--- src/rtl/lsu_pkg.sv ---
package lsu_pkg;

    localparam int XLEN = 32;
    localparam int RD_W = 5;

    // ~~~~~~~~~~~~~~~~~~~~~~~~~~~~~~
    // SRAM window, 1 KiB.
    localparam logic [XLEN-1:0] SRAM_BASE = 32'h8000_0000;
    localparam int SRAM_WORDS = 256;

    // ~~~~~~~~~~~~~~~~~~~~~~~~~~~~~~
    typedef enum logic [3:0] {
        OP_LB  = 4'd0,
        OP_LBU = 4'd1,
        OP_LH  = 4'd2,
        OP_LHU = 4'd3,
        OP_LW  = 4'd4,
        OP_SB  = 4'd5,
        OP_SH  = 4'd6,
        OP_SW  = 4'd7
    } mem_op_t;

    function automatic logic op_is_store(mem_op_t op);
        return op inside {OP_SB, OP_SH, OP_SW};
    endfunction

    // 0 = byte, 1 = half, 2 = word.
    function automatic logic [1:0] op_size(mem_op_t op);
        case (op)
            OP_LB, OP_LBU, OP_SB: return 2'd0;
            OP_LH, OP_LHU, OP_SH: return 2'd1;
            default: return 2'd2;
        endcase
    endfunction

    function automatic logic op_unsigned(mem_op_t op);
        return op == OP_LBU || op == OP_LHU;
    endfunction

endpackage

--- src/rtl/lsu_wb.sv ---
module lsu_wb (
    input  logic                       clk,
    input  logic                       rst,
    input  logic                       mem_valid,
    output logic                       wb_stage_ready,
    input  logic [lsu_pkg::RD_W-1:0]   mem_rd,
    input  logic                       mem_we,
    input  logic [lsu_pkg::XLEN-1:0]   mem_data,
    input  logic                       mem_fault,
    output logic                       wb_valid,
    input  logic                       wb_ready,
    output logic [lsu_pkg::RD_W-1:0]   wb_rd,
    output logic                       wb_we,
    output logic [lsu_pkg::XLEN-1:0]   wb_data,
    output logic                       wb_fault
);

    assign wb_stage_ready = !wb_valid || wb_ready;

    always_ff @(posedge clk or posedge rst) begin
        if (rst) begin
            wb_valid <= 1'b0;
            wb_we    <= 1'b0;
            wb_fault <= 1'b0;
        end else if (wb_stage_ready) begin
            wb_valid <= mem_valid;
            if (mem_valid) begin
                wb_we    <= mem_we;
                wb_fault <= mem_fault;
            end
        end
    end

    // Index 0 when nothing is written, so the register file needs no x0 check.
    always_ff @(posedge clk) begin
        if (mem_valid && wb_stage_ready) begin
            wb_rd   <= mem_we ? mem_rd : '0;
            wb_data <= mem_data;
        end
    end

    assert property (@(posedge clk) disable iff (rst)
        wb_valid && !wb_ready |=> wb_valid && $stable({wb_rd, wb_we, wb_data, wb_fault}))
        else $error("writeback result changed while stalled");

endmodule

--- config.mk ---
export PLATFORM = sky130hd
export DESIGN_NAME = lsu_wb
export DESIGN_NICKNAME = d
export VERILOG_FILES = /design/src/rtl/lsu_pkg.sv /design/src/rtl/lsu_wb.sv
export SDC_FILE = /design/constraint.sdc
export NUM_CORES = 1
export LEC_CHECK = 0
export BUFFER_PORTS_ARGS = -buffer_cell sky130_fd_sc_hd__buf_2
export CAP_MARGIN = 20
export CORE_UTILIZATION = 44
export DETAILED_ROUTE_END_ITERATION = 10
export PLACE_DENSITY_LB_ADDON = 0.05
export SLEW_MARGIN = 20
export SYNTH_ARGS = -nofsm -noshare
export SYNTH_HDL_FRONTEND = slang
export SYNTH_SLANG_ARGS = --single-unit
--- constraint.sdc ---
create_clock -name clk -period 3 [get_ports clk]
set_input_delay 0.75 -clock clk [delete_from_list [all_inputs] [get_ports clk]]
set_output_delay 0.75 -clock clk [all_outputs]
set_load 0.02 [all_outputs]
==> flow_summary.ini, run 1 <==
[final_layout]
fin_util = 0.662
fillers = 196
fin_cells = 175
drive_above_1_share = 0.660
final_net_count = 186
final_cell_mix = buf_2 (83), edfxtp_1 (37), and2_1 (5), clkbuf_4 (5), dfrtp_1 (3)
area_growth_pct = 41.8
final_cell_area_um2 = 1830
diodes = 0
layout_commonest_cell = buf_2

[sta]
setup_ws_ns = 1.10
slew_headroom = 0.702
fmax_mhz = 527
setup_viol = 0
finalCritPeriodShare = 0.633
rsz0062_at_grt = false
slew_violations = 0
layout_min_cycle_time_ns = 1.90
finClkSkew_ns = 0.00615
finalSetupTns_ns = 0
final-hold-violation-count = 0
worstMarginPinSlew_ns = 0.447

[pwr]
cellPowerDensity_nw_per_um2 = 615
leakage_nw = 0.824
ir_worst_vdd_v = 0.000463

[grt]
antenna_found_initial = 0
grt_pass1_vias = 713
grt_pass1_wl_um = 3130
grt-ovfl-total = 0
grtUsageTotal = 0.142
grt_max_degree = 38

[critical_path]
cp_data_arrival_time_ns = 1.15
crit_required_ns = 2.25
cp-startpoint = wb_ready
crit_type = in2out
worstReg2RegStart = wb_valid$_DFFE_PP0P_
end_kind = primary output
cp-start-kind = primary input
crit_path_max_fanout = 3

[placement]
port_buffers = 83
place_worst_setup_slack_ns = 1.10
gp_congestion = 0.636
dpl_cell_area_um2 = 1750
dp_cells = 167
dp_hpwl_um = 1600

[clocking]
clk_pin_slew_ns = 0.10
post_cts_buffers = 0
cts_tree = built
hold_buffers = 0
h-tree-depth = 2
cts.repair.resized = 0
clk_path_buf_depth = 2
root_buffer = clkbuf_4
insertion_delay_ns = 0.34
cts_sinks = 40
cts_buffers = 5

[logic_synthesis]
yosys_warnings = 0
synth_cells = 52
synth_seq_cells = 40
netlist_area_um2 = 1290
syn_area_per_cell_um2 = 24.8
syn-num-nets = 95
ys_top_cells_by_area = edfxtp_1 (86%), dfrtp_1 (5.8%), and2_1 (2.4%), mux2_4 (2.3%), nand2b_4 (1.1%)
synth_top_area_share = 0.863
ys_seq_area_frac = 0.921
synth_cell_type_count = 8
synth_top_area_cell = edfxtp_1

[floorplan]
dieArea_um2 = 3150
coreArea_um2 = 2760
initial_utilization = 0.467
ios = 84
fp.dieH_um = 56.1
rows = 19
die_x_um = 56.1

[worst_hold_path]
hp-class = in2async

[job]
drv_cap = 0

[routing]
drt_pass1_iterations = 4
vias_per_cell = 4.43
vias = 775
drt-wirelength-per-cell_um = 12.1
ant_nets = 0
drc = 0
wl_um = 2120
drt_iter0_markers = 22

[run_status]
status = complete, no violations
-- final timing paths --
| path | endpoint | slack (ns) | depth (start not counted) |
|---|---|---|---|
| hold / removal | wb_fault$_DFFE_PP0P_ | 0.25 | 2 |
| setup reg to reg | wb_data[26]$_DFFE_PP_ | 1.64 | 4 |
| hold reg to reg | wb_fault$_DFFE_PP0P_ | 0.53 | 1 |
| setup / recovery | wb_stage_ready | 1.10 | 3 |
| min in group clk | wb_fault$_DFFE_PP0P_ | 0.53 | 1 |
| max in group asynchronous | wb_valid$_DFFE_PP0P_ | 2.63 | 2 |
-- per-stage QoR --
step	hold WS (ns)	power [W]
2_1_floorplan	0.504	0.000738
3_3_place_gp	0.504	0.000798
3_5_place_dp	0.497	0.000800
4_1_cts	0.226	0.00114
5_1_grt	0.237	0.00117
6_report	0.250	0.00112
-- where the power goes --
part / leakage, nW / switching [W] / internal (W)
sequential: 0.388 / 0.00000918 / 0.000648
combinational: 0.394 / 0.0000765 / 0.0000514
clock: 0.0422 / 0.000163 / 0.000175
total: 0.824 / 0.000248 / 0.000874
-- state kept, by name, summed over array words and instances (netlist names) --
register / count
wb_data: 32
wb_rd: 5
wb_fault: 1
wb_valid: 1
wb_we: 1
-- layout make-up --
type / count / area, µm² / share of cell area
Clock inverter: 2 / 35.0 / 0.0192
Sequential cell: 40 / 1190 / 0.650
Inverter: 2 / 7.51 / 0.00411
Multi-Input combinational cell: 10 / 93.8 / 0.0514
Clock buffer: 6 / 41.3 / 0.0226
Timing Repair Buffer: 84 / 423 / 0.232
Tap cell: 31 / 38.8 / 0.0212
-- cells by family (layout without fill, tap and decap cells) --
| logic type | after synthesis | count (layout) | synth area share |
|---|---|---|---|
| flops | 40 | 40 | 0.921 |
| mux | 2 | 2 | 0.0233 |
| buf+inv | 2 | 94 | 0.00583 |
| simple gates | 8 | 8 | 0.0496 |
-- synth_stat cells --
master / n
or2b_1: 1
dfrtp_1: 3
nand2b_4: 1
nand2_4: 1
edfxtp_1: 37
mux2_4: 2
inv_1: 2
and2_1: 5
-- per-layer routing --
| layer | GRT usage | wire, µm | part of all wire | up-vias |
|---|---|---|---|---|
| li1 | - | - | - | 375 |
| met2 | 0.219 | 1010 | 0.48 | 51 |
| met3 | 0.0744 | 242 | 0.11 | 5 |
| met1 | 0.164 | 827 | 0.39 | 344 |
| met5 | 0 | 0 | 0 | - |
| met4 | 0.0627 | 44 | 0.021 | 0 |
-- critical path, stage by stage --
cell	delay [ns]
buf_2	0.10
nand2b_4	0.14
buf_2	0.16
(Power assumes the default switching activity.)
==> run 2: changes to the inputs <==
--- a/config.mk
+++ b/config.mk
@@ -7,7 +7,7 @@
 export LEC_CHECK = 0
 export BUFFER_PORTS_ARGS = -buffer_cell sky130_fd_sc_hd__buf_2
 export CAP_MARGIN = 20
-export CORE_UTILIZATION = 44
+export CORE_UTILIZATION = 40
 export DETAILED_ROUTE_END_ITERATION = 10
 export PLACE_DENSITY_LB_ADDON = 0.05
 export SLEW_MARGIN = 20
==> constraint.sdc (replaced) <==
create_clock -name clk -period 1.8 [get_ports clk]
set_input_delay 0.45 -clock clk [delete_from_list [all_inputs] [get_ports clk]]
set_output_delay 0.45 -clock clk [all_outputs]
set_load 0.02 [all_outputs]
==> run 2 against run 1 <==
Compared with the run above: register-to-register slack lost 1.2 ns; critical path depth fell by 1; clock skew grew 0.0031 ns; die area rose by 9.6%; critical path type is now reg2out; highest routed layer unchanged.
==> flow_summary.ini, run 2 (synthesis gave the netlist of run 1 again) <==
[run_status]
status = complete, no violations

[critical_path]
cp_data_arrival_time_ns = 1.00
worstReg2RegEnd = wb_data[21]$_DFFE_PP_
ff2ff_path_depth = 4
cp-startpoint = wb_valid$_DFFE_PP0P_
rrSetupSlack_ns = 0.43
end_kind = primary output
crit_required_ns = 1.35
crit_path_max_fanout = 3
worstReg2RegStart = wb_valid$_DFFE_PP0P_
cp-start-kind = flip-flop
endpoint = wb_stage_ready
crit_type = reg2out

[routing]
drt_iter0_markers = 12
drt-wirelength-per-cell_um = 11.5
vias_per_cell = 4.19
ant_nets = 0
vias = 791
drc = 0
wl_um = 2180
drt_pass1_iterations = 4

[grt]
grtUsageTotal = 0.128
grt_max_degree = 38
grt_pass1_wl_um = 2970
grt_pass1_vias = 714
antenna_found_initial = 0
grt-ovfl-total = 0

[floorplan]
die_x_um = 58.7
dieArea_um2 = 3450
initial_utilization = 0.422
coreArea_um2 = 3050
fp.dieH_um = 58.7
rows = 20
ios = 84

[pwr]
p_sw_w = 0.000410
pwr-share-comb = 0.126
cellPowerDensity_nw_per_um2 = 939
p_clk_frac = 0.239
switching_share = 0.238
p_int_w = 0.00131
pwr-share-seq = 0.636
ir_worst_vdd_v = 0.000552
leakage_nw = 0.804

[clocking]
cts.repair.resized = 0
post_cts_buffers = 0
h-tree-depth = 2
cts_buffers = 5
hold_buffers = 1
clk_pin_slew_ns = 0.11
cts_sinks = 40
insertion_delay_ns = 0.33
cts_tree = built
clk_path_buf_depth = 2
root_buffer = clkbuf_4

[final_layout]
regMostFlops = wb_data
fin_util = 0.601
largest_reg_flops = 32
final_net_count = 187
diodes = 0
layout_commonest_cell = buf_2
top_regs = wb_data (32), wb_rd (5)
drive_above_1_share = 0.662
final_cell_mix = buf_2 (83), edfxtp_1 (37), and2_1 (5), clkbuf_4 (5)
area_growth_pct = 42.6

[sta]
finalCritPeriodShare = 0.808
final-hold-violation-count = 0
rsz0062_at_grt = false
layout_min_cycle_time_ns = 1.45
finClkSkew_ns = 0.00923
fmax_mhz = 688
finalSetupTns_ns = 0
slew_violations = 0
setup_viol = 0
worstMarginPinSlew_ns = 0.436
slew_headroom = 0.710

[placement]
gp_congestion = 0.707
dp_hpwl_um = 1680
port_buffers = 83

[job]
drv_cap = 0

[worst_hold_path]
hp-class = in2reg
hp-start = mem_data[10]
==> run 2: cell types whose count changed in the layout (fill, tap and decap cells not counted), sizes merged <==
cell | previous run | this run
bufinv | 1 | 0
clkbuf | 6 | 5
clkinvlp | 0 | 3
dlygate4sd3 | 0 | 1
inv | 2 | 1
==> run 2: worst min path at each step <==
| stage | to | depth (start not counted) | slack (ns) |
|---|---|---|---|
| 3_3_place_gp | wb_valid$_DFFE_PP0P_ | 2 | 0.32 |
| 4_1_cts | wb_data[2]$_DFFE_PP_ | 1 | 0.26 |
| 3_5_place_dp | wb_valid$_DFFE_PP0P_ | 2 | 0.32 |
| 5_1_grt | wb_data[29]$_DFFE_PP_ | 1 | 0.24 |
| 2_1_floorplan | wb_fault$_DFFE_PP0P_ | 1 | 0.20 |
| 6_report | wb_data[10]$_DFFE_PP_ | 1 | 0.28 |
==> run 2: final cells by class <==
type / count / area, µm²
flip-flops and latches: 40 / 1190
multi-input cells: 10 / 93.8
well taps: 44 / 55.1
clock buffers: 5 / 37.5
clock inverters: 3 / 18.8
inverters: 2 / 11.3
fillers: 263 / 1220
repair buffers: 85 / 433
==> run 2: per-stage QoR <==
stage,hold WS [ns],worst slack [ns],instance area [µm²],instances,power [W]
2_1_floorplan,0.204,0.171,1290,52,0.00123
3_3_place_gp,0.321,0.275,1770,180,0.00133
3_5_place_dp,0.323,0.250,1770,180,0.00134
4_1_cts,0.263,0.328,1840,189,0.00175
5_1_grt,0.242,0.271,1840,189,0.00181
6_report,0.281,0.346,1840,189,0.00172
==> run 2: routing by layer <==
metal  wire, µm  share of wire  global-route usage
met1        822           0.38               0.126
met2       1060           0.48               0.216
met3        262           0.12              0.0703
met4         36          0.017              0.0646
met5          0              0                   0
==> run 2: power by group through the flow <==
stage | Combinational, W | Clock (W) | Sequential (W)
floorplan | 0.0000418 | 0 | 0.00119
global placement | 0.000217 | 0 | 0.00112
detailed placement | 0.000219 | 0 | 0.00112
CTS | 0.000220 | 0.000431 | 0.00110
global route | 0.000231 | 0.000475 | 0.00110
finish | 0.000217 | 0.000411 | 0.00110
==> run 2: worst max-delay path: stages (launching register included) <==
cell,delay (ns)
dfrtp_1,0.42
nand2b_4,0.09
buf_2,0.16
