File: config.mk
export PLATFORM = sky130hd
export DESIGN_NAME = lsu_agu
export DESIGN_NICKNAME = d
export VERILOG_FILES = /design/src/rtl/lsu_pkg.sv /design/src/rtl/lsu_agu.sv
export SDC_FILE = /design/constraint.sdc
export NUM_CORES = 1
export LEC_CHECK = 0
export ABC_AREA = 0
export BUFFER_PORTS_ARGS = -buffer_cell sky130_fd_sc_hd__buf_2
export CORE_MARGIN = 2
export CORE_UTILIZATION = 31
export CTS_CLUSTER_DIAMETER = 30
export CTS_CLUSTER_SIZE = 12
export DETAILED_ROUTE_END_ITERATION = 6
export PLACE_DENSITY_LB_ADDON = 0.12
export SLEW_MARGIN = 10
export SYNTH_ARGS = -nofsm -noshare
export SYNTH_HDL_FRONTEND = slang
export SYNTH_SLANG_ARGS = --single-unit
File: constraint.sdc
create_clock -name clk -period 4.5 [get_ports clk]
set_clock_uncertainty 0.15 [all_clocks]
set_input_delay 0.45 -clock clk [delete_from_list [all_inputs] [get_ports clk]]
set_output_delay 0.45 -clock clk [all_outputs]
set_load 0.05 [all_outputs]
File: src/rtl/lsu_pkg.sv
package lsu_pkg;

    localparam int XLEN = 32;
    localparam int RD_W = 5;

    // ~~~~~~~~~~~~~~~~~~~~~~~~~~~~~~
    // SRAM window, 1 KiB.
    localparam logic [XLEN-1:0] SRAM_BASE = 32'h8000_0000;
    localparam int SRAM_WORDS = 256;

    // ~~~~~~~~~~~~~~~~~~~~~~~~~~~~~~
    typedef enum logic [3:0] {
        OP_LB  = 4'd0,
        OP_LBU = 4'd1,
        OP_LH  = 4'd2,
        OP_LHU = 4'd3,
        OP_LW  = 4'd4,
        OP_SB  = 4'd5,
        OP_SH  = 4'd6,
        OP_SW  = 4'd7
    } mem_op_t;

    function automatic logic op_is_store(mem_op_t op);
        return op inside {OP_SB, OP_SH, OP_SW};
    endfunction

    // 0 = byte, 1 = half, 2 = word.
    function automatic logic [1:0] op_size(mem_op_t op);
        case (op)
            OP_LB, OP_LBU, OP_SB: return 2'd0;
            OP_LH, OP_LHU, OP_SH: return 2'd1;
            default: return 2'd2;
        endcase
    endfunction

    function automatic logic op_unsigned(mem_op_t op);
        return op == OP_LBU || op == OP_LHU;
    endfunction

endpackage

File: src/rtl/lsu_agu.sv
module lsu_agu (
    input  logic                         clk,
    input  logic                         rst,
    input  logic                         req_valid,
    output logic                         req_ready,
    input  lsu_pkg::mem_op_t             req_op,
    input  logic [lsu_pkg::XLEN-1:0]     req_base,
    input  logic [lsu_pkg::XLEN-1:0]     req_offset,
    input  logic [lsu_pkg::XLEN-1:0]     req_wdata,
    input  logic [lsu_pkg::RD_W-1:0]     req_rd,
    output logic                         agu_valid,
    input  logic                         mem_ready,
    output lsu_pkg::mem_op_t             agu_op,
    output logic [lsu_pkg::XLEN-1:0]     agu_addr,
    output logic [lsu_pkg::XLEN-1:0]     agu_wdata,
    output logic [lsu_pkg::RD_W-1:0]     agu_rd,
    output logic                         agu_misaligned
);

    logic [lsu_pkg::XLEN-1:0] sum;
    logic                     misaligned;
    logic                     ready_en;

    assign sum = req_base + req_offset;

    always_comb begin
        case (lsu_pkg::op_size(req_op))
            2'd1: misaligned = sum[0];
            2'd2: misaligned = |sum[1:0];
            default: misaligned = 1'b0;
        endcase
    end

    // The entry frees up in the same cycle the memory stage takes it.
    assign req_ready = ready_en && (!agu_valid || mem_ready);

    // Ready stays low through reset and rises on the first edge after it.
    always_ff @(posedge clk or posedge rst) begin
        if (rst) begin
            agu_valid <= 1'b0;
            ready_en  <= 1'b0;
        end else begin
            ready_en <= 1'b1;
            if (req_ready) begin
                agu_valid <= req_valid;
            end
        end
    end

    always_ff @(posedge clk) begin
        if (req_valid && req_ready) begin
            agu_op         <= req_op;
            agu_addr       <= sum;
            agu_wdata      <= req_wdata;
            agu_rd         <= req_rd;
            agu_misaligned <= misaligned;
        end
    end

    // A stalled request must reach the memory stage unchanged.
    assert property (@(posedge clk) disable iff (rst)
        agu_valid && !mem_ready |=> agu_valid &&
            $stable({agu_op, agu_addr, agu_wdata, agu_rd, agu_misaligned}))
        else $error("address stage entry changed while stalled");

endmodule

==> results.ini, run 1 <==
[timing]
setup_viol = 0
min_period_over_period_pct = 60.1
fin_tns_setup_ns = 0
timing.final.max_slew_violations = 0
rsz0062_at_grt = no
max_freq_mhz = 370
fin_crit_ns = 2.71
hold_violations = 0
slew_headroom_pct = 32.3
setup_slack_ns = 1.79
worst_slew_pin_slew_ns = 1.02

[setup_path]
critical_path_arrival_ns = 2.63
crit_buf_inv = 1
critPathRequiredTime_ns = 4.43
crit_top_cell = o21ai_0
cpPeakStageDelay_ns = 0.41
crit_path_cell_trace = buf_2, ha_1, fa_1, a21o_1, a31o_2, nand2_1, o21ai_0, a31oi_1, o21ai_0, xor2_1
crit_family = compound AO/OA/AOI/OAI gates
slowest_stage = fa_1
r2r_slack_ns = 2.49
crit_type = input port to register
crit_path_max_fanout = 4
cp-end-kind = register
crit_path_start_kind = input port

[floorplan]
start_util_pct = 31.9
design.core.area_mm2 = 0.0127
dieArea_mm2 = 0.0140
die_height_um = 118
die_w_um = 118
ios = 185
num_rows = 41

[synthesis]
synth-main-ff-cell = edfxtp_1
ys_warn_count = 0
synth_largest_area_cell = edfxtp_1
ys_async_sr_fraction_pct = 2.63
synth_cell_types = 52
synthCells = 328
syn_avg_cell_area_um2 = 12.4
synth_edf_count = 74
yosys-top-cells-area = edfxtp_1 55%, ha_1 9.6%, a21oi_1 3.7%, a21o_1 3.5%, xor2_1 3.5%
synth_fp_nets = 469
ys_seq_elements = 76
synth_top_cell_area_share_pct = 54.7
synth_area_mm2 = 0.00406
ys_seq_area_share_pct = 55.9

[grt]
grt_pass1_vias = 3108
grt_pass1_wl_um = 15800
grt_max_degree = 76
antenna_found_initial = 0
overflow = 0
grt_util_all_layers_pct = 14.3

[hold_path]
min_path_type = input port to register

[placement]
dp_hpwl_um = 8140
port_buffers = 184
place_ws_ns = 1.43
gp_congestion = 0.760
dp.cells = 676

[clocking]
cts_tree = done
htree_levels = 3
clock_sinks = 76
clk_pin_slew_ns = 0.07
cts-root-buf = clkbuf_16
cts-buffers-inserted = 9
clk_latency_ns = 0.32
clockBufferDepth = 2

[cells_and_area]
area_growth_pct = 34.9
fillCellCount = 1288
instances_no_fill = 693
diodes = 0
nNetsFinal = 657
drive_gt1_share_pct = 41.1

[route]
ant_nets = 0
finalWirelength_um = 10300
via_count = 3265
drc = 0
vias_per_cell = 4.71
drtIter0Drc = 186
routedWlPerCell_um = 14.8
first_pass_iters = 4

[flow_run]
cap_violations = 0

[pwr]
pwr_density_cell_mw_per_mm2 = 384
ir_drop_v = 0.000147
total_power_uw = 2100
p_leak_uw = 0.00246

[outcome]
outcome = finished clean

[cell usage after synthesis, types with 3 or more instances]
library cell  count
inv_1            13
clkbuf_1          7
a21o_1           19
nor2_1           10
and2_1            3
o21ai_0          14
edfxtp_1         74
o21ai_2           3
nand3_1           7
a31oi_1           4
xnor2_1          12
a21oi_1          30
nor3_1            3
nand2b_1          3
xor2_1           16
nand4_1           7
ha_1             31
nand2_1          22
or2_2             4
o21bai_1          5
[registers in the layout, summed over array words and instances, names as in the netlist]
register and flops:
agu_wdata 32, agu_valid 1, agu_misaligned 1, agu_op 4
agu_addr 32, agu_rd 5, ready_en 1
[placed cells by master (no fill, tap or decap), types with 3 or more instances in the layout]
cell,n
nand2_1,22
a21oi_1,30
inv_1,13
o21ai_2,3
edfxtp_1,74
xor2_1,16
nand4_1,7
nand2b_1,3
nor2_1,10
or2_2,4
nand3_1,7
clkbuf_16,9
o21bai_1,5
xnor2_1,12
o21ai_0,14
buf_2,184
nor3_1,3
a21o_1,19
a31oi_1,4
ha_1,31
[kinds of logic after synthesis]
kind of cell,count (synthesis),synth area share [%]
AOI/OAI and AO/OA,101,17.2
xor gates and xnor gates,28,6.04
adders and majority gates,32,10.0
buffers and inverters,21,1.97
DFF,76,55.9
muxes,2,0.493
other,1,0.0923
and+or+nand+nor,67,8.19
[power by group]
| part | switching [uW] | internal, uW |
|---|---|---|
| sequential | 9.88 | 844 |
| combinational | 351 | 176 |
| clock | 290 | 433 |
| total | 651 | 1450 |
[cell type report]
type	instances	area, um2	area share, %
Sequential cell	76	2270	41.5
Multi-Input combinational cell	231	1710	31.2
Timing Repair Buffer	185	931	17.0
Clock buffer	9	225	4.11
Tap cell	172	215	3.93
Clock inverter	7	75.1	1.37
Inverter	13	48.8	0.891
[stage by stage]
stage / hold slack, ns / util, % / instance area [um2]
detailed placement: 0.160 / 40.6 / 5170
floorplan: 0.0412 / - / 4060
global route: 0.126 / 43.1 / 5480
global placement: 0.149 / 40.6 / 5170
finish: 0.140 / 43.1 / 5480
CTS: 0.127 / 43.1 / 5480
[worst paths after layout]
kind / endpoint / cells past startpoint / from
worst max-delay path: agu_addr[28] / 10 / req_base[0]
worst min-delay path: agu_wdata[16] / 1 / req_wdata[16]
worst max register to register: agu_rd[2] / 4 / agu_valid
worst min register to register: agu_valid / 1 / agu_valid
max in group asynchronous: ready_en / 3 / rst
min in group asynchronous: agu_valid / 3 / rst
[per-layer routing]
metal | up-vias | global-route usage [%] | part of all wire (%)
li1 | 1639 | - | -
met1 | 1480 | 18.7 | 45
met2 | 135 | 23.1 | 47
met3 | 11 | 3.14 | 6.4
met4 | 0 | 5.51 | 1.5
met5 | - | 0 | 0
[what timing repair did]
action / in CTS / in global routing
gates resized for setup: 0 / 0
hold buffers: 1 / 0
buffers inserted: 0 / 0
hold endpoints to repair: 2 / 0
(Power assumes the default switching activity.)
==> inputs of run 2 (changes only) <==
- ABC_AREA: 0 -> 1
- clock period: 4.5 -> 2.5 ns (I/O delays scaled with it)
==> results.ini, run 2 <==
[setup_path]
slowest_stage = fa_1
crit_path_max_fanout = 4  ; unchanged
r2r_start = agu_valid
cp-end-kind = register
critical_path_arrival_ns = 1.83  ; -0.80 ns
crit_path_start_kind = input port
crit_top_cell = nand2_1
r2r_cells = 4  ; unchanged
cpPeakStageDelay_ns = 0.48  ; +0.07 ns
crit_path_cell_trace = buf_2, ha_1, fa_1, nand3_1, nand3_2, nand2_1, nand2_2, nand2_1, nand2_2, nand2_1, nand2_1, nand2_1, nand2_1
r2r_slack_ns = 0.71  ; -1.78 ns
worstReg2RegEnd = agu_wdata[15]
critPathRequiredTime_ns = 2.45  ; -1.98 ns
crit_type = input port to register

[route]
drtIter0Drc = 164  ; -12%
routedWlPerCell_um = 12.7  ; -14%
vias_per_cell = 4.31  ; -8.5%
drc = 0  ; unchanged
ant_nets = 0  ; unchanged
via_count = 4389  ; +34%
first_pass_iters = 4  ; unchanged
finalWirelength_um = 13000  ; +26%

[grt]
grt_pass1_wl_um = 20700  ; +31%
busiest_layer = met2
grt_max_degree = 46  ; -39%
grt_util_met3_pct = 3.18  ; +0.046 points
overflow = 0  ; unchanged
antenna_found_initial = 0  ; unchanged
grt_util_all_layers_pct = 16.3  ; +2.0 points
grt_use_met2_pct = 27.2  ; +4.1 points
grt_pass1_vias = 4300  ; +38%
grtUsageMet1_pct = 21.0  ; +2.4 points

[pwr]
p_leak_uw = 0.00355  ; +44%
total_power_uw = 4060  ; +93%
pwr_density_cell_mw_per_mm2 = 609  ; +59%
ir_drop_v = 0.000310  ; +110%

[cells_and_area]
diodes = 0  ; unchanged
multi_input_area_mm2 = 0.00203  ; +19%
mostFrequentLayoutCells = 222 x nand2_1, 184 x buf_2, 114 x inv_1
fillCellCount = 1507  ; +17%
nNetsFinal = 966  ; +47%
reg.largest.list = agu_addr x32, agu_wdata x32, agu_rd x5
seq_area_mm2 = 0.00227  ; about the same
layout_commonest_cell = nand2_1
area_growth_pct = 40.9
drive_gt1_share_pct = 28.1  ; -13 points
instances_no_fill = 1018  ; +47%

[outcome]
outcome = finished clean

[timing]
fin_crit_ns = 1.89
worst_slew_pin_slew_ns = 0.557  ; -0.458 ns
setup_viol = 0  ; unchanged
max_freq_mhz = 530
min_period_over_period_pct = 75.4
hold_violations = 0  ; unchanged
rsz0062_at_grt = no
timing.final.max_slew_violations = 0  ; unchanged
slew_headroom_pct = 62.9  ; +31 points

[synthesis]
synth_area_mm2 = 0.00473  ; +16%
syn_avg_cell_area_um2 = 8.07  ; -35%
synth_cell_types = 25  ; -52%
synth_top_cell_area_share_pct = 47.0  ; -7.7 points
synthTopCellsByCount = 222 x nand2_1, 115 x inv_1, 74 x edfxtp_1
ys_warn_count = 0  ; unchanged
synth_edf_count = 74  ; unchanged
synth_largest_area_cell = edfxtp_1
ys_async_sr_fraction_pct = 2.63  ; unchanged
synth_fp_nets = 727  ; +55%
synth_most_common_cell = nand2_1
ys_seq_area_share_pct = 48.1  ; -7.9 points
synth-main-ff-cell = edfxtp_1
ys_seq_elements = 76  ; unchanged
synthCells = 586  ; +79%
yosys-top-cells-area = edfxtp_1 47%, nand2_1 18%, inv_1 9.1%, ha_1 8.2%, nor2_1 3.2%

[floorplan]
die_w_um = 127  ; +7.6%
dieArea_mm2 = 0.0163  ; +16%
die_height_um = 127  ; +7.6%
start_util_pct = 31.4  ; -0.48 points
num_rows = 45  ; +9.8%
design.core.area_mm2 = 0.0150  ; +18%
ios = 185  ; unchanged

[clocking]
clk_pin_slew_ns = 0.06  ; about the same
cts-root-buf = clkbuf_16
cts_setup_buffers = 0  ; unchanged
cts-buffers-inserted = 9  ; unchanged
clk_latency_ns = 0.33  ; about the same
htree_levels = 3  ; unchanged
clockBufferDepth = 2  ; unchanged
cts_tree = done
clock_sinks = 76  ; unchanged

[hold_path]
whs_path_depth = 3  ; +2
hold_start = req_valid
min_path_type = input port to register
min_to = agu_valid

[flow_run]
cap_violations = 0  ; unchanged

[placement]
dp.cells = 960  ; +42%
dp_hpwl_um = 10200  ; +25%
gp_congestion = 0.861  ; +13%
port_buffers = 184  ; unchanged

==> run 2: changes by cell type after synthesis, sizes merged, moves of 4 or more <==
cell and delta:
a21o -18, a21oi -7, a31oi -5, clkbuf -7
inv +105, nand2 +214, nand3 +19, nand4 -4
nor2 +32, o21ai -16, xnor2 -10
==> run 2: how the worst max path moves through the flow <==
| stage | start | endpoint | slack, ns |
|---|---|---|---|
| after floorplan | agu_valid | agu_addr[0] | -0.21 |
| after global placement | req_base[0] | agu_addr[28] | 0.30 |
| after detailed placement | req_base[0] | agu_addr[20] | 0.25 |
| after CTS | req_base[0] | agu_addr[20] | 0.62 |
| after global routing | req_base[0] | agu_addr[28] | 0.48 |
| final | req_base[0] | agu_addr[20] | 0.61 |
==> run 2: cell type report <==
| class | instances | area share [%] |
|---|---|---|
| tap | 188 | 3.53 |
| sequential | 76 | 34.1 |
| multi-input combinational | 392 | 30.5 |
| clock buffer | 9 | 3.38 |
| timing repair buffer | 228 | 20.4 |
| clock inverter | 7 | 1.47 |
| inverter | 118 | 6.65 |
==> run 2: critical path: cells and delay by family <==
kind / cells / cell delay (ns)
adders and majority gates: 2 / 0.71
buffers and inverters: 1 / 0.10
and+or+nand+nor: 10 / 0.79
==> run 2: report_power, final <==
part / internal, uW / switching (uW)
Sequential: 1510 / 23.8
Combinational: 353 / 724
Clock: 880 / 563
==> run 2: per-stage QoR <==
| step | worst slack (ns) | hold slack [ns] | cell area (um2) | TNS [ns] | util (%) |
|---|---|---|---|---|---|
| 5_1_grt | 0.478 | 0.121 | 6660 | 0 | 44.3 |
| 3_3_place_gp | 0.302 | -0.0513 | 5920 | 0 | 39.4 |
| 4_1_cts | 0.621 | 0.0890 | 6660 | 0 | 44.3 |
| 3_5_place_dp | 0.247 | -0.0404 | 5920 | 0 | 39.4 |
| 6_report | 0.614 | 0.0989 | 6660 | 0 | 44.3 |
| 2_1_floorplan | -0.207 | -0.159 | 4750 | -15.33 | - |
==> run 2: what timing repair did <==
action	4_1_cts	5_1_grt
hold buffers	42	0
resized for setup	0	0
hold endpoints to repair	43	0
==> run 2: logic make-up (layout without fill, tap and decap cells) <==
family,after synthesis,count (layout),share of synthesized area [%]
AND/OR/NAND/NOR,314,314,27.5
buffers and inverters,118,362,9.37
flip-flops,76,76,48.1
adder cells (fa/ha/maj),32,32,8.63
AO/OA/AOI/OAI,29,29,3.36
XOR/XNOR,16,16,2.96
other,1,1,0.0793
==> run 2: layer usage <==
layer / wire length [um] / vias to the layer above / share of wire [%]
met3: 871 / 12 / 6.7
met5: 0 / - / 0
met1: 6040 / 1924 / 47
met2: 5880 / 149 / 45
li1: - / 2304 / -
met4: 166 / 0 / 1.3
==> inputs of run 3 (changes only) <==
- clock period: 2.5 -> 1.9 ns (I/O delays scaled with it)
==> results.ini, run 3 (same netlist as run 2, synthesis figures left out) <==
[floorplan]
num_rows = 45  ; unchanged
design.core.area_mm2 = 0.0150  ; unchanged
dieArea_mm2 = 0.0163  ; unchanged
die_height_um = 127  ; unchanged
die_w_um = 127  ; unchanged
ios = 185  ; unchanged
start_util_pct = 31.4  ; unchanged

[setup_path]
crit_path_cell_trace = buf_2, ha_1, fa_1, nand3_1, nand3_2, nand2_1, nand2_2, nand2_1, nand2_2, nand2_1, nand2_1, nand2_1, nand2_1
crit_type = input port to register
critPathRequiredTime_ns = 1.85  ; -0.60 ns
crit_family = simple AND/OR/NAND/NOR gates
crit_buf_inv = 1  ; unchanged
worstReg2RegEnd = agu_wdata[8]
cp-end-kind = register
startpoint = req_base[0]
crit_path_start_kind = input port
slowest_stage = fa_1
cpPeakStageDelay_ns = 0.42  ; -0.06 ns
crit_top_cell = nand2_1
critical_path_arrival_ns = 1.72  ; -0.11 ns
crit_path_max_fanout = 4  ; unchanged
r2r_slack_ns = 0.32  ; -0.39 ns
r2r_start = agu_valid
r2r_cells = 4  ; unchanged

[clocking]
clock_sinks = 76  ; unchanged
clk_latency_ns = 0.33  ; about the same
cts_setup_buffers = 0  ; unchanged
htree_levels = 3  ; unchanged
cts-root-buf = clkbuf_16
clk_pin_slew_ns = 0.06  ; about the same
cts-buffers-inserted = 9  ; unchanged
clockBufferDepth = 2  ; unchanged
cts_tree = done

[route]
vias_per_cell = 4.34  ; +0.65%
drt-met1-wl_um = 6140  ; +1.6%
ant_nets = 0  ; unchanged
routedWlPerCell_um = 12.5  ; -1.7%
top_layer_used = met4
via_count = 4600  ; +4.8%
first_pass_iters = 4  ; unchanged
wl_met3_um = 932  ; +7.0%
finalWirelength_um = 13300  ; +2.4%
drc = 0  ; unchanged
drtIter0Drc = 179  ; +9.1%
dr_wl_met2_um = 5970  ; +1.4%

[cells_and_area]
mostFrequentLayoutCells = 222 x nand2_1, 184 x buf_2, 114 x inv_1
nNetsFinal = 1009  ; +4.5%
diodes = 0  ; unchanged
multi_input_area_mm2 = 0.00203  ; unchanged
fillCellCount = 1474  ; -2.2%
seq_area_mm2 = 0.00227  ; unchanged
reg.largest.list = agu_addr x32, agu_wdata x32, agu_rd x5
layout_commonest_cell = nand2_1
final_util_pct = 46.9  ; +2.6 points
drive_gt1_share_pct = 31.5  ; +3.5 points
area_growth_pct = 49.1

[hold_path]
min_path_type = input port to register
min_to = agu_valid
whs_path_depth = 3  ; unchanged
hold_start = req_valid

[grt]
grt_pass1_wl_um = 20900  ; +0.87%
grt_max_degree = 46  ; unchanged
antenna_found_initial = 0  ; unchanged
grt_util_all_layers_pct = 16.4  ; +0.094 points
grt_pass1_vias = 4471  ; +4.0%
overflow = 0  ; unchanged

[timing]
timing.final.max_slew_violations = 0  ; unchanged
rsz0062_at_grt = no
setup_viol = 0  ; unchanged
fin_crit_ns = 1.77
max_freq_mhz = 565
timing.hold.ws_ns = 0.0354  ; -0.0635 ns
min_period_over_period_pct = 93.2
hold_violations = 0  ; unchanged
fin_tns_setup_ns = 0  ; unchanged

[pwr]
p_leak_uw = 0.00379  ; +6.7%
total_power_uw = 5690  ; +40%
ir_drop_v = 0.000422  ; +36%
pwr_density_cell_mw_per_mm2 = 807  ; +33%

[placement]
port_buffers = 184  ; unchanged
gp_congestion = 0.846  ; -1.7%
dp_hpwl_um = 10400  ; +2.0%

[flow_run]
cap_violations = 0  ; unchanged

[outcome]
outcome = finished clean

[run 3: changes by cell type in the layout (fill, tap and decap cells not counted), sizes merged]
cell | previous run | this run
buf | 186 | 229
bufinv | 2 | 4
clkinv | 1 | 2
clkinvlp | 2 | 0
inv | 120 | 118
[run 3: cell type report]
cell class | instances | share of cell area [%]
well taps | 188 | 3.34
clock buffers | 9 | 3.19
inverters | 118 | 6.28
flip-flops and latches | 76 | 32.3
repair buffers | 271 | 24.2
clock inverters | 6 | 1.95
multi-input cells | 392 | 28.8
[run 3: worst max path at each step]
stage | endpoint | cells past startpoint
floorplan | agu_addr[0] | 3
global placement | agu_addr[28] | 13
detailed placement | agu_addr[28] | 13
CTS | agu_addr[28] | 13
global route | agu_addr[28] | 13
finish | agu_addr[28] | 13
[run 3: metal layers]
layer  track usage (%)  vias up
li1                  -     2388
met1              21.5     2033
met2              26.2      163
met3              3.94       16
met4              6.14        0
met5                 0        -
[run 3: what timing repair did]
item	in CTS	in global routing
gates resized for setup	0	0
hold buffers	42	0
hold endpoints to repair	43	0
[run 3: stage by stage]
stage	worst slack, ns	area (um2)	cells
2_1_floorplan	-0.807	4750	586
3_3_place_gp	-0.181	6270	1003
3_5_place_dp	-0.204	6270	1003
4_1_cts	0.148	7050	1060
5_1_grt	0.0680	7050	1060
6_report	0.129	7050	1060
[run 3: worst register-to-register path, stage by stage (launching register included)]
cell,delay [ns]
dfrtp_2,0.44
a21oi_4,0.16
inv_2,0.07
nor2_4,0.17
buf_12,0.27
[run 3: power breakdown]
part / internal (uW) / switching, uW / leakage [uW]
clock: 1410 / 695 / 0.000176
sequential: 1990 / 30.3 / 0.000712
combinational: 577 / 985 / 0.00290
total: 3980 / 1710 / 0.00379
