**src/rtl/axi_pkg.sv**
```systemverilog
package axi_pkg;

    // Response codes.
    localparam logic [1:0] RESP_OKAY   = 2'b00;
    localparam logic [1:0] RESP_SLVERR = 2'b10;
    localparam logic [1:0] RESP_DECERR = 2'b11;

    // ~~~~~~~~~~~~~~~~~~~~~~~~~~~~~~
    localparam int STRB_W = 4;
    localparam int SIZE_W = 3;

    // Largest AxSIZE the 32-bit data bus carries in one beat.
    localparam logic [SIZE_W-1:0] SIZE_MAX = 3'd2;

endpackage

```
**src/rtl/lsu_pkg.sv**
```systemverilog
package lsu_pkg;

    localparam int XLEN = 32;
    localparam int RD_W = 5;

    // ~~~~~~~~~~~~~~~~~~~~~~~~~~~~~~
    // SRAM window, 1 KiB.
    localparam logic [XLEN-1:0] SRAM_BASE = 32'h8000_0000;
    localparam int SRAM_WORDS = 256;

    // ~~~~~~~~~~~~~~~~~~~~~~~~~~~~~~
    typedef enum logic [3:0] {
        OP_LB  = 4'd0,
        OP_LBU = 4'd1,
        OP_LH  = 4'd2,
        OP_LHU = 4'd3,
        OP_LW  = 4'd4,
        OP_SB  = 4'd5,
        OP_SH  = 4'd6,
        OP_SW  = 4'd7
    } mem_op_t;

    function automatic logic op_is_store(mem_op_t op);
        return op inside {OP_SB, OP_SH, OP_SW};
    endfunction

    // 0 = byte, 1 = half, 2 = word.
    function automatic logic [1:0] op_size(mem_op_t op);
        case (op)
            OP_LB, OP_LBU, OP_SB: return 2'd0;
            OP_LH, OP_LHU, OP_SH: return 2'd1;
            default: return 2'd2;
        endcase
    endfunction

    function automatic logic op_unsigned(mem_op_t op);
        return op == OP_LBU || op == OP_LHU;
    endfunction

endpackage

```
**src/rtl/lsu_axi_master.sv**
```systemverilog
module lsu_axi_master (
    input  logic                           clk,
    input  logic                           rst,
    input  logic                           agu_valid,
    output logic                           mem_ready,
    input  lsu_pkg::mem_op_t               agu_op,
    input  logic [lsu_pkg::XLEN-1:0]       agu_addr,
    input  logic [lsu_pkg::XLEN-1:0]       agu_wdata,
    input  logic [lsu_pkg::RD_W-1:0]       agu_rd,
    input  logic                           agu_misaligned,
    output logic                           mem_valid,
    input  logic                           wb_stage_ready,
    output logic [lsu_pkg::RD_W-1:0]       mem_rd,
    output logic                           mem_we,
    output logic [lsu_pkg::XLEN-1:0]       mem_data,
    output logic                           mem_fault,
    output logic                           arvalid,
    input  logic                           arready,
    output logic [lsu_pkg::XLEN-1:0]       araddr,
    output logic [axi_pkg::SIZE_W-1:0]     arsize,
    input  logic                           rvalid,
    output logic                           rready,
    input  logic [lsu_pkg::XLEN-1:0]       rdata,
    input  logic [1:0]                     rresp,
    output logic                           awvalid,
    input  logic                           awready,
    output logic [lsu_pkg::XLEN-1:0]       awaddr,
    output logic [axi_pkg::SIZE_W-1:0]     awsize,
    output logic                           wvalid,
    input  logic                           wready,
    output logic [lsu_pkg::XLEN-1:0]       wdata,
    output logic [axi_pkg::STRB_W-1:0]     wstrb,
    input  logic                           bvalid,
    output logic                           bready,
    input  logic [1:0]                     bresp
);

    typedef enum logic [1:0] {IDLE, ADDR, RESP, DONE} state_t;

    state_t                   state;
    lsu_pkg::mem_op_t         op_q;
    logic [1:0]               lane_q;
    logic [1:0]               size;
    logic                     is_store;
    logic                     aw_done;
    logic                     w_done;
    logic [lsu_pkg::XLEN-1:0] shifted;
    logic [lsu_pkg::XLEN-1:0] load_data;

    assign size     = lsu_pkg::op_size(op_q);
    assign is_store = lsu_pkg::op_is_store(op_q);

    assign mem_ready = state == IDLE;
    assign mem_valid = state == DONE;

    // Each write channel finishes on its own handshake.
    assign aw_done = !awvalid || awready;
    assign w_done  = !wvalid || wready;

    // ~~~~~~~~~~~~~~~~~~~~~~~~~~~~~~
    // Load alignment and extension.
    assign shifted = rdata >> {lane_q, 3'b000};

    always_comb begin
        case (size)
            2'd0: load_data = lsu_pkg::op_unsigned(op_q) ? {24'b0, shifted[7:0]}
                                                         : {{24{shifted[7]}}, shifted[7:0]};
            2'd1: load_data = lsu_pkg::op_unsigned(op_q) ? {16'b0, shifted[15:0]}
                                                         : {{16{shifted[15]}}, shifted[15:0]};
            default: load_data = shifted;
        endcase
    end

    // ~~~~~~~~~~~~~~~~~~~~~~~~~~~~~~
    always_ff @(posedge clk or posedge rst) begin
        if (rst) begin
            state     <= IDLE;
            arvalid   <= 1'b0;
            rready    <= 1'b0;
            awvalid   <= 1'b0;
            wvalid    <= 1'b0;
            bready    <= 1'b0;
            mem_we    <= 1'b0;
            mem_fault <= 1'b0;
        end else begin
            case (state)
                IDLE: begin
                    if (agu_valid) begin
                        mem_we    <= 1'b0;
                        mem_fault <= agu_misaligned;
                        if (agu_misaligned) begin
                            // No bus activity, result goes straight out.
                            state <= DONE;
                        end else begin
                            state <= ADDR;
                            if (lsu_pkg::op_is_store(agu_op)) begin
                                awvalid <= 1'b1;
                                wvalid  <= 1'b1;
                            end else begin
                                arvalid <= 1'b1;
                            end
                        end
                    end
                end
                ADDR: begin
                    if (is_store) begin
                        if (awready) begin
                            awvalid <= 1'b0;
                        end
                        if (wready) begin
                            wvalid <= 1'b0;
                        end
                        if (aw_done && w_done) begin
                            bready <= 1'b1;
                            state  <= RESP;
                        end
                    end else if (arready) begin
                        arvalid <= 1'b0;
                        rready  <= 1'b1;
                        state   <= RESP;
                    end
                end
                RESP: begin
                    if (rvalid && rready) begin
                        rready    <= 1'b0;
                        mem_we    <= rresp == axi_pkg::RESP_OKAY;
                        mem_fault <= rresp != axi_pkg::RESP_OKAY;
                        state     <= DONE;
                    end else if (bvalid && bready) begin
                        bready    <= 1'b0;
                        mem_fault <= bresp != axi_pkg::RESP_OKAY;
                        state     <= DONE;
                    end
                end
                default: begin
                    if (wb_stage_ready) begin
                        state <= IDLE;
                    end
                end
            endcase
        end
    end

    always_ff @(posedge clk) begin
        if (state == IDLE && agu_valid) begin
            op_q     <= agu_op;
            lane_q   <= agu_addr[1:0];
            mem_rd   <= agu_rd;
            mem_data <= '0;
            araddr   <= agu_addr;
            awaddr   <= agu_addr;
            arsize   <= {1'b0, lsu_pkg::op_size(agu_op)};
            awsize   <= {1'b0, lsu_pkg::op_size(agu_op)};
            wdata    <= agu_wdata << {agu_addr[1:0], 3'b000};
            case (lsu_pkg::op_size(agu_op))
                2'd0: wstrb <= 4'b0001 << agu_addr[1:0];
                2'd1: wstrb <= 4'b0011 << agu_addr[1:0];
                default: wstrb <= 4'b1111;
            endcase
        end
        if (rvalid && rready && rresp == axi_pkg::RESP_OKAY) begin
            mem_data <= load_data;
        end
    end

    // A read never touches the write channels.
    assert property (@(posedge clk) disable iff (rst)
        state != IDLE && !is_store |-> !awvalid && !wvalid)
        else $error("write channel active during a read");

    assert property (@(posedge clk) disable iff (rst)
        arvalid && !arready |=> arvalid && $stable(araddr))
        else $error("arvalid dropped before arready");

endmodule

```
**config.mk**
```make
export PLATFORM = sky130hd
export DESIGN_NAME = lsu_axi_master
export DESIGN_NICKNAME = d
export VERILOG_FILES = /design/src/rtl/axi_pkg.sv /design/src/rtl/lsu_pkg.sv /design/src/rtl/lsu_axi_master.sv
export SDC_FILE = /design/constraint.sdc
export NUM_CORES = 1
export LEC_CHECK = 0
export BUFFER_PORTS_ARGS = -buffer_cell sky130_fd_sc_hd__buf_2
export CAP_MARGIN = 20
export CORE_ASPECT_RATIO = 1.5
export CORE_UTILIZATION = 38
export CTS_CLUSTER_SIZE = 30
export DETAILED_ROUTE_END_ITERATION = 10
export PLACE_DENSITY = 0.71
export SKIP_LAST_GASP = 1
export SYNTH_ARGS = -nofsm -noshare
export SYNTH_HDL_FRONTEND = slang
export SYNTH_SLANG_ARGS = --single-unit
```
**constraint.sdc**
```tcl
create_clock -name clk -period 2.96 [get_ports clk]
set_clock_uncertainty 0.1 [all_clocks]
set_input_delay 0.296 -clock clk [delete_from_list [all_inputs] [get_ports clk]]
set_output_delay 0.296 -clock clk [all_outputs]
set_load 0.05 [all_outputs]
```
==> results of run 1 <==
[sequential cells by signal (all words and copies together) (netlist names), 2 cells and up]
register  flops
arsize        2
awaddr       32
mem_data     32
mem_rd        5
op_q          4
state         2
wdata        32
wstrb         4
[critical path, stage by stage (launching register included)]
cell	delay (ns)
dfrtp_1	0.40
inv_1	0.11
ha_1	0.36
nand2_1	0.24
o41a_1	0.48
o31ai_1	0.24
o21ai_0	0.13
[logic make-up (layout without fill, tap and decap cells)]
group	Yosys count	count (layout)	synth area share
other cells	1	2	0.000668
mux	35	35	0.0649
compound gates	106	106	0.123
xor+xnor	3	3	0.00468
flops	120	120	0.634
simple gates	92	92	0.0890
buf+inv	71	358	0.0745
fa+ha+maj	4	4	0.00892
[path summary, 6_finish.rpt]
kind                           start  slack (ns)  cells past startpoint       end
setup reg to reg            state[0]        0.77                      6   awvalid
setup / recovery            state[0]        0.77                      6   awvalid
min in group asynchronous        rst        0.31                      3    bready
hold / removal             agu_op[2]        0.05                      1   op_q[2]
hold reg to reg              arvalid        0.48                      2   arvalid
max in group asynchronous        rst        2.18                      3  state[0]
[power groups by stage]
stage	clock (mW)	combinational [mW]	sequential, mW
3_5_place_dp	0	2.72	2.48
5_1_grt	2.23	2.89	2.49
3_3_place_gp	0	2.67	2.46
6_report	2.12	2.76	2.45
4_1_cts	2.16	2.76	2.45
2_1_floorplan	0	1.10	3.50
[cell type report]
class / count / area, µm²
Sequential cell: 120 / 3560
Inverter: 16 / 63.8
Clock buffer: 18 / 429
Tap cell: 196 / 245
Timing Repair Buffer: 312 / 1790
Multi-Input combinational cell: 242 / 1640
Fill cell: 1280 / 6560
Clock inverter: 12 / 178
[routing by layer]
metal | wire, µm | share of wire
met1 | 5700 | 0.37
met2 | 7960 | 0.52
met3 | 1100 | 0.072
met4 | 575 | 0.038
met5 | 0 | 0
[layout by cell type, fill, tap and decap left out, types with 2 or more instances in the layout]
master / instances
buf_2: 268
edfxtp_1: 111
dlygate4sd3_1: 36
mux2i_1: 33
o21ai_0: 28
nor2_1: 25
a21oi_1: 25
a211oi_1: 24
nor2b_1: 19
clkbuf_16: 17
nand2_1: 16
and2_1: 16
inv_1: 15
dfrtp_1: 9
a21o_1: 8
buf_4: 6
nand2b_1: 4
clkinvlp_4: 4
ha_1: 4
bufinv_16: 4
xnor2_1: 3
nand4_1: 2
o21bai_1: 2
a31oi_1: 2
o31ai_1: 2
o22ai_1: 2
conb_1: 2
clkinv_4: 2
buf_12: 2
[stage by stage]
stage / hold slack [ns] / power (mW) / setup WS (ns) / area (µm²)
floorplan: 0.0239 / 4.61 / 0.0793 / 5620
global placement: 0.177 / 5.14 / 0.924 / 6930
detailed placement: 0.189 / 5.20 / 0.805 / 6930
CTS: 0.0340 / 7.37 / 0.789 / 7900
global route: 0.0285 / 7.61 / 0.599 / 7900
finish: 0.0485 / 7.33 / 0.774 / 7900
[timing repair]
item | in CTS | in global routing
hold buffers | 36 | 0
buffers inserted | 0 | 0
hold endpoints to repair | 44 | 0
gates resized for setup | 0 | 0
==> out/results.md, run 1 <==
Placed design
• 11.4 mm — HPWL after detailed placement
• 0.843 — global placement routability congestion
• 850 — Cells after DPL
• 268 — I/O Buffers

Power
• 0.377 — power share of the combinational group
• 0.289 — clock share of power
• 0.408 — net switching share of the total power
• 3.46 nW — leakage component of the power
• 403 µV — IR Drop Worst-Case VDD
• 0.334 — relative contribution of sequential cells to total power
• 4.34 mW — Internal
• 2.99 mW — switching power of the nets
• 928 mW/mm² — power per unit of standard cell area

Yosys
• edfxtp_1 — dominant synthesized flop cell
• edfxtp_1 — cell taking the most area after synthesis
• edfxtp_1, buf_4, mux2i_1 — list of most frequent post-synthesis cells
• edfxtp_1 — cell with the most instances after synthesis
• 0.00561 mm² — post-synth design cell area
• 120 — number of synthesized register bits
• edfxtp_1, mux2i_1, buf_4, dfrtp_1, a211oi_1 — cell types with the largest area share after synthesis
• 51 — count of different cell masters after synthesis
• 13.0 µm² — mean cell area of the mapped netlist
• 0 — number of warnings issued by yosys
• 0.634 — sequential cell area fraction in the yosys report
• 0.0750 — fraction of registers with async set or reset after synthesis
• 111 — number of flops mapped to enable cells by yosys
• 0.594 — top cell type's share of synthesized area
• 432 — Cells after Synth

Routing
• 209 — Iteration-0 DRC Markers
• 0 — drc violations
• 16.7 µm — final routed wire length divided by cell count
• 4,493 — count of vias placed by the detailed router
• 15.3 mm — aggregate routed wire length
• 4.91 — vias per inst
• 0 — residual antenna-violating net count after detailed routing
• 4 — total iterations of the first detailed-routing run

Global route
• met2 — busiest metal layer after global routing
• 0.196 — GRT Util Overall
• 0.209 — fraction of met1 tracks used by global routing
• 0.341 — met2 demand-to-capacity share in global routing
• 0.0549 — GR Util met3
• 0 — aggregate global routing overflow
• 22.2 mm — wire length of the first global-routing pass
• 0 — number of antenna violations at the first check in global routing
• 52 — pin count of the biggest net entering global routing
• 4,423 — via count of the first global-routing pass

Floorplanning
• 0.0153 mm² — Total Die Area
• 0.0145 mm² — area of the core
• 271 — top-level port count
• 101 µm — Chip Width
• 54 — row cnt
• 151 µm — die boundary height
• 0.388 — starting density of the core

CTS
• 17 — clock buffers created by TritonCTS
• 2 — maximum buffer depth of the clock tree
• 120 — number of clock sinks seen by CTS
• 0.40 ns — clock latency reported for the late side of the worst-skew pair
• clkbuf_16 — clock root cell
• 0.05 ns — post-CTS clock slew at the launch and capture registers of the worst setup and hold paths
• 4 — H-tree depth reported by CTS
• built — clock tree from TritonCTS

Worst setup path
• 2.36 ns — arrival time at the worst endpoint
• register — startpoint kind of the worst setup timing path
• 3.13 ns — data required time at the worst endpoint
• 11 — highest fanout seen on the critical path
• register — kind of capture point of the worst setup path
• register to register — Critical Setup Path Class

Layout
• 832 — number of nets in the final layout
• 916 — final cell count without fillers
• 0 — diodes inserted
• 0.546 — final design utilization
• 0.436 — share of layout cells above drive strength 1
• 40.8% — area growth from synthesis to layout

STA
• 0.466 — slew margin rel.
• 0.801 ns — Slew @ Worst Pin
• 0.738 — Final Cycle Share
• 0 — final hold violation count
• 0 — setup violation total in the final timing report
• 2.19 ns — final period demand of the worst path
• 457 MHz — achievable clock frequency
• 0 — Slew Viols, Final
• 0 ns — post-route setup TNS
• no — unrepaired setup endpoints after global routing

Job
• 0 — # Max-Cap Violations

Worst hold path
• input pin to register — type of the worst min-delay path

Status
• complete, no violations — run status

Power figures use the tool's default switching activity.
==> inputs of run 2 (changes only) <==
--- a/config.mk
+++ b/config.mk
@@ -5,13 +5,14 @@
 export SDC_FILE = /design/constraint.sdc
 export NUM_CORES = 1
 export LEC_CHECK = 0
+export ABC_AREA = 1
 export BUFFER_PORTS_ARGS = -buffer_cell sky130_fd_sc_hd__buf_2
 export CAP_MARGIN = 20
 export CORE_ASPECT_RATIO = 1.5
 export CORE_UTILIZATION = 38
 export CTS_CLUSTER_SIZE = 30
 export DETAILED_ROUTE_END_ITERATION = 10
-export PLACE_DENSITY = 0.71
+export PLACE_DENSITY = 0.67
 export SKIP_LAST_GASP = 1
 export SYNTH_ARGS = -nofsm -noshare
 export SYNTH_HDL_FRONTEND = slang
==> constraint.sdc (replaced) <==
create_clock -name clk -period 2.3 [get_ports clk]
set_clock_uncertainty 0.1 [all_clocks]
set_input_delay 0.23 -clock clk [delete_from_list [all_inputs] [get_ports clk]]
set_output_delay 0.23 -clock clk [all_outputs]
set_load 0.05 [all_outputs]
==> run 2 against run 1 <==
Sequential share of layout area is 2.5 points lower. Die area is 7.7% higher. Combinational power is 88% lower. Cell count is 23% higher. First-iteration DRC count is 7.2% lower. Synthesized area is 7.8% higher. Core utilization is 1.2 points lower. Critical path depth is 2 higher. Design area is 5.8% higher. Via count is 18% higher. Register-to-register slack worse by 0.46 ns. Flip-flop and latch count stayed put. Largest cell class unchanged. Largest power group is now the clock network. Highest routed layer unchanged.
==> out/results.md, run 2 <==
Status
• complete, no violations — run status

CTS
• clkbuf_16 — clock root cell
• 0 — setup fix buffers added after clock tree synthesis
• 0.40 ns — clock latency reported for the late side of the worst-skew pair
• 2 — maximum buffer depth of the clock tree
• 120 — number of clock sinks seen by CTS
• 4 — H-tree depth reported by CTS
• built — clock tree from TritonCTS
• 0 — post-cts gate resize count
• 0.06 ns — post-CTS clock slew at the launch and capture registers of the worst setup and hold paths
• 17 — clock buffers created by TritonCTS

Global route
• 0 — aggregate global routing overflow
• 34 — pin count of the biggest net entering global routing
• 5,200 — via count of the first global-routing pass
• 1 — number of antenna violations at the first check in global routing
• 0.197 — GRT Util Overall
• 24.8 mm — wire length of the first global-routing pass

Yosys
• 631 — Cells after Synth
• 27 — count of different cell masters after synthesis
• 111 — number of flops mapped to enable cells by yosys
• edfxtp_1, nand2_1, nand3_1, buf_4, inv_1 — cell types with the largest area share after synthesis
• 0.588 — sequential cell area fraction in the yosys report
• 120 — number of synthesized register bits
• 0 — number of warnings issued by yosys
• 0.0750 — fraction of registers with async set or reset after synthesis
• nand2_1 — cell with the most instances after synthesis
• 0.00605 mm² — post-synth design cell area
• 0.551 — top cell type's share of synthesized area
• edfxtp_1 — dominant synthesized flop cell
• 9.58 µm² — mean cell area of the mapped netlist
• nand2_1, edfxtp_1, inv_1 — list of most frequent post-synthesis cells
• edfxtp_1 — cell taking the most area after synthesis

Worst setup path
• 8 — count of cell instances traversed by the critical path
• mem_data[17] — terminus of the critical flop-to-flop path
• register — startpoint kind of the worst setup timing path
• register to register — Critical Setup Path Class
• 2 — buffering stage count on the worst path with inverters included
• 0.32 ns — flop2flop setup slack
• mem_data[17] — destination of the critical timing path
• 0.52 ns — CP peak stage delay
• awaddr[0] — Worst setup startpoint
• 24 — highest fanout seen on the critical path
• awaddr[0] — startpoint of the most critical register-to-register path
• simple AND/OR/NAND/NOR gates — Crit path max-delay family
• inv_6, nand2_2, nand3_1, nand2_1, nand2_2, nand3_1, nand2_1, inv_1 — Critical Path, Cell by Cell
• edfxtp_1 — cell with the biggest individual delay on the critical path
• register — kind of capture point of the worst setup path
• 2.37 ns — data required time at the worst endpoint
• 2.05 ns — arrival time at the worst endpoint
• 8 — cell count of the worst reg-to-reg path

Placed design
• 268 — I/O Buffers
• 0.886 — global placement routability congestion
• 0.00736 mm² — area after detailed placement
• 11.8 mm — HPWL after detailed placement

Floorplanning
• 0.0164 mm² — Total Die Area
• 0.0156 mm² — area of the core
• 157 µm — die boundary height
• 0.387 — starting density of the core
• 56 — row cnt
• 105 µm — Chip Width
• 271 — top-level port count

Layout
• buf_2, nand2_1, edfxtp_1 — commonest cells after routing, fill and taps aside
• buf_2 — most common cell after layout, fill and taps aside
• 0.00180 mm² — area of the multi-input gates
• 0.535 — final design utilization
• awaddr x32, mem_data x32, wdata x32 — registers with the most flip-flops
• 38.2% — area growth from synthesis to layout
• 0.380 — share of layout cells above drive strength 1
• 0.00835 mm² — final instance area
• 1,475 — count of fill cells added during filler insertion
• 0.00356 mm² — footprint of the flip-flops and latches
• 1,034 — number of nets in the final layout

Routing
• 0 — drc violations
• 194 — Iteration-0 DRC Markers
• 4.70 — vias per inst
• 16.0 mm — aggregate routed wire length
• 5,307 — count of vias placed by the detailed router
• 0 — residual antenna-violating net count after detailed routing
• 14.2 µm — final routed wire length divided by cell count
• 5 — total iterations of the first detailed-routing run

Worst hold path
• input pin to register — type of the worst min-delay path

STA
• 0 — setup violation total in the final timing report
• 0.0160 ns — Hold Worst Slack
• 0.618 — slew margin rel.
• 0 — final hold violation count
• 1.98 ns — final period demand of the worst path
• 0.863 — Final Cycle Share
• 0 — Slew Viols, Final
• 0.571 ns — Slew @ Worst Pin
• no — unrepaired setup endpoints after global routing
• 504 MHz — achievable clock frequency

Power
• 398 µV — IR Drop Worst-Case VDD
• 639 mW/mm² — power per unit of standard cell area
• 3.93 nW — leakage component of the power

Job
• 0 — # Max-Cap Violations

run 2: worst register-to-register path, delay by kind of cell, from the launching register on:
family | cells | cell delay [ns]
simple gates | 6 | 0.89
buf+inv | 2 | 0.24
flops | 1 | 0.52
run 2: final cells by class:
cell class,instances,area share
clock buffer,17,0.0509
timing repair buffer,322,0.226
inverter,69,0.0321
sequential,120,0.426
tap,203,0.0304
clock inverter,15,0.0190
multi-input combinational,381,0.216
antenna,1,0.000300
run 2: cells by family after synthesis:
| logic type | Yosys count | share of synthesized area |
|---|---|---|
| flip-flops | 120 | 0.588 |
| AO/OA/AOI/OAI | 51 | 0.0453 |
| other | 1 | 0.000620 |
| adder cells (fa/ha/maj) | 4 | 0.00828 |
| buffers and inverters | 131 | 0.118 |
| AND/OR/NAND/NOR | 324 | 0.240 |
run 2: worst min-delay path by stage:
stage                       from         to  depth (start not counted)
floorplan                    rst    arvalid                          1
global placement             rst     rready                          2
detailed placement           rst     bready                          2
CTS                 agu_wdata[4]  wdata[20]                          3
global route        agu_wdata[5]  wdata[21]                          3
finish               agu_addr[0]  awaddr[0]                          1
run 2: what timing repair did:
action | CTS | global route
hold buffers | 41 | 0
endpoints found under the setup margin | 0 | 0
endpoints found under the hold margin | 49 | 0
run 2: metrics by stage:
stage / cells / worst slack (ns) / setup TNS [ns] / power, mW
2_1_floorplan: 632 / -0.0889 / -7.86 / 2.55
3_3_place_gp: 1054 / 0.358 / 0 / 2.70
3_5_place_dp: 1054 / 0.334 / 0 / 2.70
4_1_cts: 1127 / 0.324 / 0 / 5.39
5_1_grt: 1128 / 0.134 / 0 / 5.53
6_report: 1128 / 0.316 / 0 / 5.34
run 2: where the power goes:
group	total [mW]	switching (mW)	internal, mW
Clock	2.63	1.09	1.54
Combinational	0.332	0.166	0.166
Sequential	2.38	0	2.38
Total	5.34	1.26	4.08
run 2: layer usage:
metal  GRT usage  part of all wire  up-vias
met5           0                 0        -
met4      0.0791             0.019        0
met3      0.0496             0.066       17
met2       0.366              0.55      224
met1       0.211              0.37     2449
li1            -                 -     2617
